==> src/design/x86_isa_pkg.sv <==
// =========================================================================
// x86 short-branch opcodes. Opcode byte type and the named constants for
// the short conditional jumps, JMPS, JCXZ and the three LOOP forms
// =========================================================================

package x86_isa_pkg;

	// First byte of an instruction as it leaves the decoder
	typedef logic [7:0] opcode_t;

	// Unconditional short jump with an 8-bit displacement
	localparam opcode_t op_jmps   = 8'hEB;

	// =====================================================================
	// Conditional short jumps, 70 to 7F
	// =====================================================================
	// Each even opcode tests a condition and the following odd opcode
	// tests its inverse. The aliases used by assemblers share the codes
	// (JC and JNAE are JB, JG is JNLE and so on)
	localparam opcode_t op_jo     = 8'h70;
	localparam opcode_t op_jno    = 8'h71;
	localparam opcode_t op_jb     = 8'h72;
	localparam opcode_t op_jae    = 8'h73;
	localparam opcode_t op_je     = 8'h74;
	localparam opcode_t op_jne    = 8'h75;
	localparam opcode_t op_jbe    = 8'h76;
	localparam opcode_t op_ja     = 8'h77;
	localparam opcode_t op_js     = 8'h78;
	localparam opcode_t op_jns    = 8'h79;
	localparam opcode_t op_jp     = 8'h7A;
	localparam opcode_t op_jnp    = 8'h7B;
	localparam opcode_t op_jl     = 8'h7C;
	localparam opcode_t op_jnl    = 8'h7D;
	localparam opcode_t op_jle    = 8'h7E;
	localparam opcode_t op_jnle   = 8'h7F;

	// =====================================================================
	// Count-register branches, E0 to E3
	// =====================================================================
	// The LOOP forms decrement CX before the test, JCXZ only reads it
	localparam opcode_t op_loopnz = 8'hE0;
	localparam opcode_t op_loopz  = 8'hE1;
	localparam opcode_t op_loop   = 8'hE2;
	localparam opcode_t op_jcxz   = 8'hE3;

endpackage

==> src/design/br_types_pkg.sv <==
// =========================================================================
// Branch unit data types. Register widths, the flag set and the packed
// request and state structs that pass between the branch unit blocks
// =========================================================================

package br_types_pkg;

	import x86_isa_pkg::*;

	// A 16-bit architectural register value such as IP or CX
	typedef logic [15:0] word_t;

	// Short-branch displacement, a two's complement byte
	typedef logic signed [7:0] disp_t;

	// The five condition flags kept by the core
	// Only the flags read by the short branches are modelled here
	typedef struct packed {
		// Zero, the last result was all zeros
		logic zf;
		// Carry, the subtraction needed a borrow
		logic cf;
		// Sign, copy of the result's top bit
		logic sf;
		// Overflow, the signed result does not fit in 16 bits
		logic vf;
		// Parity, the low result byte has an even count of ones
		logic pf;
	} flags_t;

	// Compare request, the flags come from a minus b
	typedef struct packed {
		word_t a;
		word_t b;
	} cmp_req_t;

	// Branch request, opcode byte followed by its displacement byte
	typedef struct packed {
		opcode_t op;
		disp_t   disp;
	} br_req_t;

	// Architectural state of the branch executor
	typedef struct packed {
		word_t ip;
		word_t cx;
	} br_state_t;

endpackage

==> src/design/branch_exec.sv <==
// =========================================================================
// Short-branch executor. Holds IP and CX, resolves each branch request
// against the flags and advances IP, decrementing CX for the LOOP forms
// =========================================================================

`timescale 1ns/1ns

module branch_exec
	import x86_isa_pkg::*;
	import br_types_pkg::*;
#(
	// Instruction pointer after reset
	parameter word_t RESET_IP = 16'hFFF0
) (
	input  logic      clk,
	input  logic      arst_n,
	input  logic      br_valid,
	input  br_req_t   br_req,
	input  logic      cx_load,
	input  word_t     cx_data,
	input  flags_t    flags,
	output br_state_t state,
	output logic      br_done,
	output logic      br_taken
);

	// Condition result for the opcode currently presented
	logic  take_br;
	// Opcode is one of LOOP, LOOPZ or LOOPNZ
	logic  is_loop;
	// Displacement widened to the register width
	word_t disp_ext;
	// Address of the next sequential instruction
	word_t ip_seq;
	// IP after this branch, taken or not
	word_t ip_next;

	// =====================================================================
	// Condition decode
	// =====================================================================

	// The decoder sees CX and the flags as registered before this edge,
	// so a compare or load in the same cycle cannot steer the branch
	evaluate_branch u_eval (
		.op      (br_req.op),
		.cx      (state.cx),
		.flags   (flags),
		.take_br (take_br)
	);

	// JCXZ is left out on purpose, it tests CX but never writes it
	assign is_loop = (br_req.op == op_loop) ||
	                 (br_req.op == op_loopz) ||
	                 (br_req.op == op_loopnz);

	// =====================================================================
	// Target arithmetic
	// =====================================================================

	// Every short branch is two bytes long, opcode plus displacement
	assign ip_seq   = state.ip + 16'd2;
	assign disp_ext = {{8{br_req.disp[7]}}, br_req.disp};
	// Both sums wrap at 64K like the real segment offset
	assign ip_next  = take_br ? (ip_seq + disp_ext) : ip_seq;

	// =====================================================================
	// Architectural registers
	// =====================================================================

	// Instruction pointer moves only when a branch is executed
	always_ff @(posedge clk or negedge arst_n) begin
		if (!arst_n) begin
			state.ip <= RESET_IP;
		end else if (br_valid) begin
			state.ip <= ip_next;
		end
	end

	// An explicit CX load beats the loop decrement in the same cycle.
	// The decrement happens whether or not the loop is taken
	always_ff @(posedge clk or negedge arst_n) begin
		if (!arst_n) begin
			state.cx <= '0;
		end else if (cx_load) begin
			state.cx <= cx_data;
		end else if (br_valid && is_loop) begin
			state.cx <= state.cx - 16'd1;
		end
	end

	// Completion pulse, one cycle wide, with the taken result beside it
	always_ff @(posedge clk or negedge arst_n) begin
		if (!arst_n) begin
			br_done  <= 1'b0;
			br_taken <= 1'b0;
		end else begin
			br_done  <= br_valid;
			br_taken <= br_valid & take_br;
		end
	end

endmodule

==> src/design/branch_unit_top.sv <==
// =========================================================================
// Short-branch unit top level. Joins the compare flag unit and the
// branch executor and brings their strobes and state out to the ports
// =========================================================================

`timescale 1ns/1ns

module branch_unit_top
	import br_types_pkg::*;
#(
	// Instruction pointer after reset, handed down to the executor
	parameter word_t RESET_IP = 16'hFFF0
) (
	input  logic      clk,
	input  logic      arst_n,
	// Compare strobe with its two operands
	input  logic      cmp_valid,
	input  cmp_req_t  cmp_req,
	// CX load strobe with the new count
	input  logic      cx_load,
	input  word_t     cx_data,
	// Branch strobe with opcode and displacement
	input  logic      br_valid,
	input  br_req_t   br_req,
	// Registered flags, IP and CX
	output flags_t    flags,
	output br_state_t state,
	// Branch completion and its outcome
	output logic      br_done,
	output logic      br_taken
);

	// =====================================================================
	// Compare path
	// =====================================================================

	// The flag register drives both the output port and the executor
	flag_unit u_flag (
		.clk       (clk),
		.arst_n    (arst_n),
		.cmp_valid (cmp_valid),
		.cmp_req   (cmp_req),
		.flags     (flags)
	);

	// =====================================================================
	// Branch path
	// =====================================================================

	branch_exec #(
		.RESET_IP (RESET_IP)
	) u_exec (
		.clk      (clk),
		.arst_n   (arst_n),
		.br_valid (br_valid),
		.br_req   (br_req),
		.cx_load  (cx_load),
		.cx_data  (cx_data),
		.flags    (flags),
		.state    (state),
		.br_done  (br_done),
		.br_taken (br_taken)
	);

endmodule

==> src/design/evaluate_branch.sv <==
// =========================================================================
// Branch condition decoder. Decides from the opcode, the flags and CX
// whether a short jump or loop instruction is taken
// =========================================================================

`timescale 1ns/1ns

module evaluate_branch
	import x86_isa_pkg::*;
	import br_types_pkg::*;
(
	input  opcode_t op,
	input  word_t   cx,
	input  flags_t  flags,
	output logic    take_br
);

	// CX is one, so a LOOP decrement lands on zero and falls through
	logic cx_one;
	// CX is zero, the JCXZ condition
	logic cx_zero;
	// Signed less-than, sign and overflow disagree
	logic lt;

	assign cx_one  = (cx == 16'h0001);
	assign cx_zero = (cx == 16'h0000);
	assign lt      = flags.sf ^ flags.vf;

	// =====================================================================
	// Condition table
	// =====================================================================
	always_comb begin
		case (op)
			// Unconditional short jump
			op_jmps:   take_br = 1'b1;

			// Single-flag tests, each followed by its inverse
			op_jo:     take_br = flags.vf;
			op_jno:    take_br = ~flags.vf;
			op_jb:     take_br = flags.cf;
			op_jae:    take_br = ~flags.cf;
			op_je:     take_br = flags.zf;
			op_jne:    take_br = ~flags.zf;
			op_js:     take_br = flags.sf;
			op_jns:    take_br = ~flags.sf;
			op_jp:     take_br = flags.pf;
			op_jnp:    take_br = ~flags.pf;

			// Unsigned ordering, below or equal uses borrow and zero
			op_jbe:    take_br = flags.cf | flags.zf;
			op_ja:     take_br = ~(flags.cf | flags.zf);

			// Signed ordering built on the sign/overflow mismatch
			op_jl:     take_br = lt;
			op_jnl:    take_br = ~lt;
			op_jle:    take_br = lt | flags.zf;
			op_jnle:   take_br = ~(lt | flags.zf);

			// Count-register forms. CX here is the value before the
			// decrement, so "not one" means nonzero after it
			op_jcxz:   take_br = cx_zero;
			op_loop:   take_br = ~cx_one;
			op_loopz:  take_br = ~cx_one & flags.zf;
			op_loopnz: take_br = ~cx_one & ~flags.zf;

			// Anything else is not a branch this unit knows about
			default:   take_br = 1'b0;
		endcase
	end

endmodule

==> src/design/flag_unit.sv <==
// =========================================================================
// Compare flag unit. Subtracts the two compare operands and keeps the
// resulting zero, carry, sign, overflow and parity flags in a register
// =========================================================================

`timescale 1ns/1ns

module flag_unit
	import br_types_pkg::*;
(
	input  logic     clk,
	input  logic     arst_n,
	input  logic     cmp_valid,
	input  cmp_req_t cmp_req,
	output flags_t   flags
);

	// Difference with one extra bit on top to catch the borrow
	logic [16:0] diff;
	// The 16-bit result as the ALU would write it
	word_t       res;
	// Flags derived from the current operands
	flags_t      cmp_flags;

	// =====================================================================
	// Subtraction and flag derivation
	// =====================================================================

	// Both operands are zero-extended, so bit 16 is set exactly when
	// a is below b as unsigned numbers
	assign diff = {1'b0, cmp_req.a} - {1'b0, cmp_req.b};
	assign res  = diff[15:0];

	always_comb begin
		cmp_flags.zf = (res == 16'h0000);
		cmp_flags.cf = diff[16];
		cmp_flags.sf = res[15];
		// Subtracting operands of unlike sign can overflow, and it did
		// when the result sign no longer matches the minuend
		cmp_flags.vf = (cmp_req.a[15] ^ cmp_req.b[15]) & (res[15] ^ cmp_req.a[15]);
		// Parity only looks at the low byte, set for an even count
		cmp_flags.pf = ~^res[7:0];
	end

	// =====================================================================
	// Flag register
	// =====================================================================

	// New flags appear one cycle after the compare strobe and then hold
	// until the next compare
	always_ff @(posedge clk or negedge arst_n) begin
		if (!arst_n) begin
			flags <= '0;
		end else if (cmp_valid) begin
			flags <= cmp_flags;
		end
	end

endmodule

==> config.mk <==
export PLATFORM = sky130hd
export DESIGN_NAME = branch_unit_top
export DESIGN_NICKNAME = d
export VERILOG_FILES = /design/src/design/x86_isa_pkg.sv /design/src/design/br_types_pkg.sv /design/src/design/branch_exec.sv /design/src/design/branch_unit_top.sv /design/src/design/evaluate_branch.sv /design/src/design/flag_unit.sv
export SDC_FILE = /design/constraint.sdc
export NUM_CORES = 1
export LEC_CHECK = 0
export BUFFER_PORTS_ARGS = -buffer_cell sky130_fd_sc_hd__buf_2
export CORE_ASPECT_RATIO = 1.25
export CORE_MARGIN = 2
export CORE_UTILIZATION = 35
export DETAILED_ROUTE_END_ITERATION = 10
export PLACE_DENSITY_LB_ADDON = 0.12
export RECOVER_POWER = 25
export SYNTH_ARGS = -nofsm -noshare
export SYNTH_HDL_FRONTEND = slang
export SYNTH_HIERARCHICAL = 1
export SYNTH_SLANG_ARGS = --single-unit
==> constraint.sdc <==
create_clock -name clk -period 3.3 [get_ports clk]
set_input_delay 0.165 -clock clk [delete_from_list [all_inputs] [get_ports clk]]
set_output_delay 0.165 -clock clk [all_outputs]
set_load 0.05 [all_outputs]
== Word-level counts from Yosys, hierarchy flattened ==
Index checks and enable logic that the tools add are counted.
Storage, ports and cells
  bits of input ports: 69
  output and inout port bits: 39
  register bits after elaboration: 39
Cells by class
  bitwise gates (word level): 18
  add/sub/neg operators: 4
  mux-type cells: 4
  eq/ne operators: 22
  reductions and logical operators: 7
Operators by type and width (number)
  8-bit by 7-bit == test with 1-bit output, second input constant: 16
  16-bit 2-to-1 mux: 3
  8-bit == test, second input constant: 5
  16-bit zero test: 2
  1-bit one-hot mux with 21 select lines: 1
  16-bit by 16-bit subtractor with 17-bit output: 1
  16-bit adder: 1
  16-bit by 2-bit adder with 16-bit output, second input constant: 1
  16-bit by 1-bit == test with 1-bit output, second input constant: 1
  16-bit by 1-bit subtractor with 16-bit output, second input constant: 1
  1-bit inverter: 9
  8-bit XNOR reduction: 1
  1-bit bitwise AND: 4
  1-bit XOR: 3
  1-bit logical OR: 2
  1-bit bitwise OR: 2
  2-bit nonzero test: 1
  1-bit logical AND: 1

== Depth between registers and ports, before layout ==
Gate-level depths: netlist of run 1.
  depth after elaboration: 6
  mapped depth: 15

== By module ==
Netlist of run 1, hierarchy kept.
By module, submodules not included
  branch_exec: cells each 330, times used 1, area an instance 2738.9 µm²
  flag_unit: cells each 152, times used 1, area an instance 1221.2 µm²
  evaluate_branch: cells each 43, times used 1, area an instance 299.0 µm²

== Worst setup path after synthesis of run 1 ==
Ideal clock, no wire load.
  kind: reg2reg
  from: reg, netlist name u_exec/state[17]
  to: reg, netlist name u_exec/state[31]
  setup time: 88 ps
  stages on the path, launching flop included: 12
  arrival time: 2828 ps
  path slack: 384 ps
  path through: dfrtp_1 ha_1 nand3_1 nor2_1 nor4b_2 xor2_1 ha_1 a21o_1 a21oi_1 a21oi_1 o221a_1 xnor2_1
On the way
  word-level cells in the longest chain between the ends: 3
RTL lines
  16-bit by 2-bit adder with 16-bit output *: RTL line branch_exec.sv:61  | assign ip_seq = state.ip + 16'd2;
  16-bit adder: RTL line branch_exec.sv:64  | assign ip_next = take_br ? (ip_seq + disp_ext) : ip_seq;
  16-bit 2-to-1 mux *: RTL line branch_exec.sv:64
Mark *: on every way between the ends. The rest lies on a longest branch, timed or not.
A chain may end at the register's enable or synchronous reset.

== Worst setup path after layout of run 1 ==
  from: reg, netlist name u_exec/state[20]
  to: reg, netlist name u_exec/state[31]
On the way
  word-level cells in the longest chain between the ends: 3
RTL lines (RTL line)
  16-bit by 2-bit adder with 16-bit output *: branch_exec.sv:61
  16-bit adder: branch_exec.sv:64
  16-bit 2-to-1 mux *: branch_exec.sv:64
Marked as above.

==> results.tsv, run 1 <==
stage	metric	value	unit
run_status	outcome	finished with violations	
run_status	violations	capacitance limit, slew limit	
pwr	pwr_density_cell	636	nW/um^2
routing	dr.first_iter.drc_count	160	
pwr	p_int	1.62	mW
sta	setup_slack	268	ps
sta	fmax	0.330	GHz
clock_network	clk_pin_slew	60	ps
sta	period_minus_slack	3030	ps
layout	finalNonFillerCells	791	
sta	setup_viol	0	
grt	antenna_found_initial	0	
synth	synth_top_area_share	15.9	%
worst_setup_path	r2r_start	u_exec/state[20]	
synth	yosys_warnings	6	
layout	fin_nets	739	
sta	finClkSkew	5.04	ps
synth	synth-seq-cells	39	
worst_setup_path	worstSetupStartpointType	flop	
clock_network	worstSkewPairLatency	280	ps
synth	netlist_top_cells_count	nand2_1, o21ai_0, ha_1	
pwr	p_clk_share	14.9	%
grt	grt_pass1_wl	19400	um
sta	tns	0	ps
sta	hold_violations	0	
synth	syn-num-nets	638	
grt	overflow	0	
routing	finalWirelength	11700	um
routing	wl_per_cell	14.8	um
grt	grt_max_degree	40	
min_path	hp-start	cx_data[7]	
worst_setup_path	r2r_end	u_exec/state[31]	
clock_network	tritoncts	built	
synth	synth_area	4260	um^2
routing	vias_per_cell	5.38	
sta	grt_setup_unrepaired	false	
flow_run	cap_violations	1	
synth	synth_area_leaders	dfrtp_1, ha_1, dfstp_2, o21ai_0, xnor2_1	
pwr	power_frac_seq	26.2	%
sta	post-route-period-util	91.9	%
clock_network	cts.sinks	39	
clock_network	ctsLongestPathBuffers	2	
routing	drc	0	
min_path	hp-class	in2reg	
die	die_h	127	um
worst_setup_path	ff2ff_path_depth	11	
layout	area_delta_synth_final	19.1	%
die	start_util	35.5	%
pwr	p_comb_share	58.8	%
worst_setup_path	setup.worst_path.end_class	flop	
die	die_area	13100	um^2
placed_design	dpl.hpwl	9050	um
pwr	netSwitchingFraction	49.8	%
routing	drtPass1Iterations	5	
layout	fill_cells	1253	
pwr	p_leak	2.35	nW
sta	max_slew_margin	-49.7	%
routing	detail-route-antenna-nets	0	
worst_setup_path	worstPathArrival	3240	ps
clock_network	htreeDepth	2	
synth	netlist_instances	525	
die	design.core.area	12000	um^2
worst_setup_path	path_class	reg2reg	
placed_design	post-place-ws	321	ps
grt	grt_usage	18.1	%
clock_network	cts_root_buffer	clkbuf_16	
min_path	min_to	u_exec/state[7]	
synth	synth_area_per_cell	8.11	um^2
synth	ys_seq_area_share	23.3	%
synth	synth_area_leader_cell	dfrtp_1	
synth	synth.most_common_cell	nand2_1	
worst_setup_path	crit_fanout	8	
sta	worstMarginPinSlew	2250	ps
synth	synthFlopType	dfrtp_1	
clock_network	tritoncts.num_buffers	5	
min_path	min_path_cells	3	
clock_network	hold_buffers	0	
synth	async_flop_share	100	%
die	io_pins	108	
die	rows	45	
worst_setup_path	r2r_slack	270	ps
pwr	switchingPower	1.61	mW
routing	vias	4257	
layout	drive_above_1_share	23.3	%
synth	ys_types	77	
grt	grt_pass1_vias	4164	
layout	diodes	0	
placed_design	dp_cells	783	
placed_design	gp_congestion	0.850	
worst_setup_path	required	3510	ps
placed_design	io_buffers	107	
die	die_x	103	um
synth	synth_edf_count	0	
pwr	vdd_ir_drop_max	0.287	mV
sta	slew_viol_final	40	
[layout make-up]
cell class | instances | area (um^2) | share of cell area [%]
multi-input cells | 433 | 3050 | 60.0
clock inverters | 2 | 12.5 | 0.247
inverters | 38 | 143 | 2.81
clock buffers | 6 | 129 | 2.54
repair buffers | 109 | 548 | 10.8
flip-flops and latches | 39 | 991 | 19.5
well taps | 164 | 205 | 4.04
[power by group through the flow]
| stage | sequential, mW | clock (mW) | combinational [mW] |
|---|---|---|---|
| floorplan | 1.23 | 0 | 1.07 |
| global placement | 0.846 | 0 | 1.88 |
| finish | 0.846 | 0.481 | 1.90 |
| detailed placement | 0.855 | 0 | 1.89 |
| global route | 0.873 | 0.511 | 2.10 |
| CTS | 0.847 | 0.494 | 1.90 |
[cells by family (layout without fill, tap and decap cells)]
kind of cell               Yosys count  count (layout)  share of synthesized area, %
and+or+nand+nor                    166             166                          19.8
AOI/OAI and AO/OA                  164             164                          25.5
buffers and inverters               53             155                          5.26
xor gates and xnor gates            50              50                          10.3
adders and majority gates           44              44                          13.3
DFF                                 39              39                          23.3
muxes                                9               9                          2.61
[worst max-delay path: stages (launching register included)]
cell     delay, ps
dfstp_2        600
and4_1         250
nand3_1        170
nor3_1         330
xnor2_1        190
ha_1           330
a21oi_1        260
o21ai_0        120
nor3_1         250
nand3_1        110
o221a_1        190
xnor2_1        140
[placed cells by master, fill, tap and decap left out, types with 7 or more instances in the layout]
cell     count
ha_1        42
nor2_1      34
dfrtp_1     27
nand2_1     53
xnor2_1     29
xor2_1      21
nor4_1       7
a21o_1      14
o21ai_0     51
a31oi_1      9
inv_1       38
nand4_1      8
buf_2      105
a21oi_1     35
nand3_1     15
nor3_1       9
dfstp_2     12
[per-stage QoR]
step	utilization [%]	total power, mW	area, um^2	hold WS, ps
CTS	42.3	3.24	5070	60.4
detailed placement	41.1	2.75	4930	367
global route	42.3	3.49	5070	103
finish	42.3	3.23	5070	84.7
global placement	41.1	2.72	4930	354
floorplan	-	2.30	4260	-131
[routing by layer]
metal / up-vias / share of wire, % / GRT usage, %
li1: 2122 / - / -
met1: 1994 / 43 / 22.0
met2: 119 / 50 / 32.1
met3: 22 / 4.3 / 2.74
met4: 0 / 2.5 / 6.20
met5: - / 0 / 0
[repair_timing]
item,4_1_cts,5_1_grt
resized for setup,0,1
setup endpoints to repair,0,1
setup buffers,0,0
[flip-flops by register name, summed over array words and instances (netlist names)]
name and flops:
u_exec/br_done 1, u_exec/br_taken 1, u_exec/state 32, u_flag/flags 5
[worst max path at each step]
stage	start	end	slack [ps]	depth (start not counted)
after floorplan	u_exec/state[17]	u_exec/state[31]	380	11
after global placement	u_exec/state[20]	u_exec/state[31]	310	12
final	u_exec/state[20]	u_exec/state[31]	270	11
after CTS	u_exec/state[20]	u_exec/state[31]	270	12
after global routing	u_exec/state[20]	u_exec/state[31]	80	12
after detailed placement	u_exec/state[20]	u_exec/state[31]	320	12
(Power assumes the default switching activity.)
==> run 2: changes to the inputs <==
CORE_ASPECT_RATIO = unset   (was 1.25)
==> run 2 against run 1 <==
Compared with the run above:
- the run still ends with capacitance limit, slew limit left
- utilization rose by 0.22 points
- non-clock buffer count is the same
- setup slack gained 41 ps
- critical path depth increased by 1
- sequential power down 1%
- register-to-register slack improved by 40 ps
- combinational power barely moved
- cell count shrank 2.1%
- clock power increased by 18%
- critical endpoint unchanged
==> results.tsv, run 2 (synthesized netlist as in run 1, its figures left out) <==
stage	metric	value	unit	change
pwr	p_leak	2.37	nW	+0.84%
routing	finalWirelength	11300	um	-2.9%
clock_network	cts.sinks	39		unchanged
layout	fill_cells	1224		-2.3%
die	design.core.area	12000	um^2	-0.26%
worst_setup_path	cpMostUsedCell	xnor2_1		
routing	wl_per_cell	14.6	um	-0.81%
placed_design	dpl.hpwl	8820	um	-2.6%
die	io_pins	108		unchanged
layout	fin_nets	739		unchanged
grt	overflow	0		unchanged
grt	grt_pass1_vias	3979		-4.4%
die	die_area	13100	um^2	about the same
routing	drtPass1Iterations	5		unchanged
worst_setup_path	required	3520	ps	about the same
worst_setup_path	crit_cells	12		+1
sta	worstMarginPinSlew	2210	ps	-34.9 ps
sta	setup_slack	309	ps	+40.7 ps
layout	final_cell_mix	buf_2, nand2_1, o21ai_0		
layout	regArea	991	um^2	unchanged
grt	grt_usage	17.6	%	-0.56 points
sta	post-route-period-util	90.6	%	-1.2 points
sta	slew_viol_final	40		unchanged
worst_setup_path	slowest_delay	600	ps	about the same
grt	grt_pass1_wl	18600	um	-3.7%
die	die_x	114	um	+11%
clock_network	cts_setup_buffers	0		unchanged
layout	largest_reg_flops	32		unchanged
worst_setup_path	crit_fanout	8		unchanged
sta	period_minus_slack	2990	ps	-40.7 ps
run_status	outcome	finished with violations		
sta	hold_violations	0		unchanged
run_status	violations	capacitance limit, slew limit		
clock_network	worstSkewPairLatency	290	ps	about the same
sta	max_slew_margin	-47.4	%	+2.3 points
clock_network	tritoncts	built		
routing	detail-route-antenna-nets	0		unchanged
clock_network	cts_resized	0		unchanged
worst_setup_path	path_class	reg2reg		
grt	antenna_found_initial	0		unchanged
die	start_util	35.6	%	+0.093 points
clock_network	clk_pin_slew	60	ps	about the same
placed_design	io_buffers	107		unchanged
worst_setup_path	worstPathArrival	3210	ps	-30 ps
worst_setup_path	r2r_end	u_exec/state[31]		
layout	drive_above_1_share	23.8	%	+0.48 points
routing	vias	4145		-2.6%
worst_setup_path	crit_end	u_exec/state[31]		
sta	fmax	0.334	GHz	+1.4%
placed_design	post-place-ws	299	ps	-22.2 ps
layout	top_regs	u_exec/state: 32 flops, u_flag/flags: 5 flops		
worst_setup_path	ff2ff_path_depth	12		+1
die	die_h	114	um	-10%
placed_design	gp_congestion	0.828		-2.5%
worst_setup_path	path_cells	and4_1 > nand3_1 > nor3_1 > xnor2_1 > ha_1 > o21ai_0 > nand2b_1 > a21o_1 > a21oi_1 > or2_0 > o221a_1 > xnor2_1		
pwr	vdd_ir_drop_max	0.191	mV	-34%
layout	top_register	u_exec/state		
clock_network	tritoncts.num_buffers	5		unchanged
layout	multiInputGateArea	3050	um^2	+0.16%
worst_setup_path	r2r_slack	310	ps	+40 ps
layout	finalNonFillerCells	774		-2.1%
pwr	p_total	3.30	mW	+2.2%
placed_design	dp_cells	766		-2.2%
clock_network	hold_buffers	0		unchanged
grt	grt_max_degree	40		unchanged
worst_setup_path	worstSetupStartpointType	flop		
routing	dr.first_iter.drc_count	197		+23%
layout	final_common_cell	buf_2		
min_path	hp-class	in2reg		
pwr	pwr_density_cell	648	nW/um^2	+1.9%
die	rows	40		-11%
sta	setup_viol	0		unchanged
worst_setup_path	r2r_start	u_exec/state[20]		
worst_setup_path	crit_path_start	u_exec/state[20]		
sta	grt_setup_unrepaired	false		
sta	tns	0	ps	unchanged
worst_setup_path	crit_family	simple AND/OR/NAND/NOR gates		
layout	fin_util	42.5	%	+0.22 points
worst_setup_path	worst-path-buf-inv	0		unchanged
routing	drc	0		unchanged
layout	diodes	0		unchanged
worst_setup_path	setup.worst_path.end_class	flop		
layout	area_delta_synth_final	19.4	%	
flow_run	cap_violations	1		unchanged
clock_network	htreeDepth	2		unchanged
routing	vias_per_cell	5.36		-0.49%
sta	finClkSkew	5.42	ps	+0.385 ps
clock_network	ctsLongestPathBuffers	2		unchanged
worst_setup_path	worst_path_max_delay_cell	dfstp_2		
clock_network	cts_root_buffer	clkbuf_16		
-- run 2: per-stage QoR --
step,area [um^2],hold slack [ps]
2_1_floorplan,4260,-131
3_3_place_gp,4910,356
3_5_place_dp,4910,362
4_1_cts,5080,56.0
5_1_grt,5090,86.0
6_report,5090,84.3
-- run 2: worst min-delay path by stage --
stage	start	to	slack, ps	cells after the start
6_report	cx_data[6]	u_exec/state[6]	80	3
5_1_grt	cx_data[13]	u_exec/state[13]	90	3
4_1_cts	arst_n	u_exec/state[19]	60	1
3_5_place_dp	arst_n	u_exec/state[19]	360	1
3_3_place_gp	arst_n	u_exec/state[19]	360	1
2_1_floorplan	arst_n	u_exec/br_done	-130	0
-- run 2: cell type report --
type,instances,share of cell area [%]
repair buffers,109,10.8
multi-input cells,433,60.0
clock inverters,3,0.861
well taps,147,3.62
clock buffers,5,2.46
flip-flops and latches,39,19.5
inverters,38,2.80
-- run 2: power by group --
part / internal, mW / switching [mW]
clock network: 0.357 / 0.210
logic: 0.687 / 1.21
registers: 0.650 / 0.184
total: 1.69 / 1.60
-- run 2: layer usage --
metal	GRT usage [%]	up-vias	share of wire (%)
li1	-	2113	-
met1	22.5	1927	47
met2	30.4	91	48
met3	3.34	14	4.2
met4	4.72	0	1.3
met5	0	-	0
-- run 2: tightest hold or removal path, cell delays in order --
cell and delay [ps]:
buf_2 70, nand2_1 40, o21ai_0 50
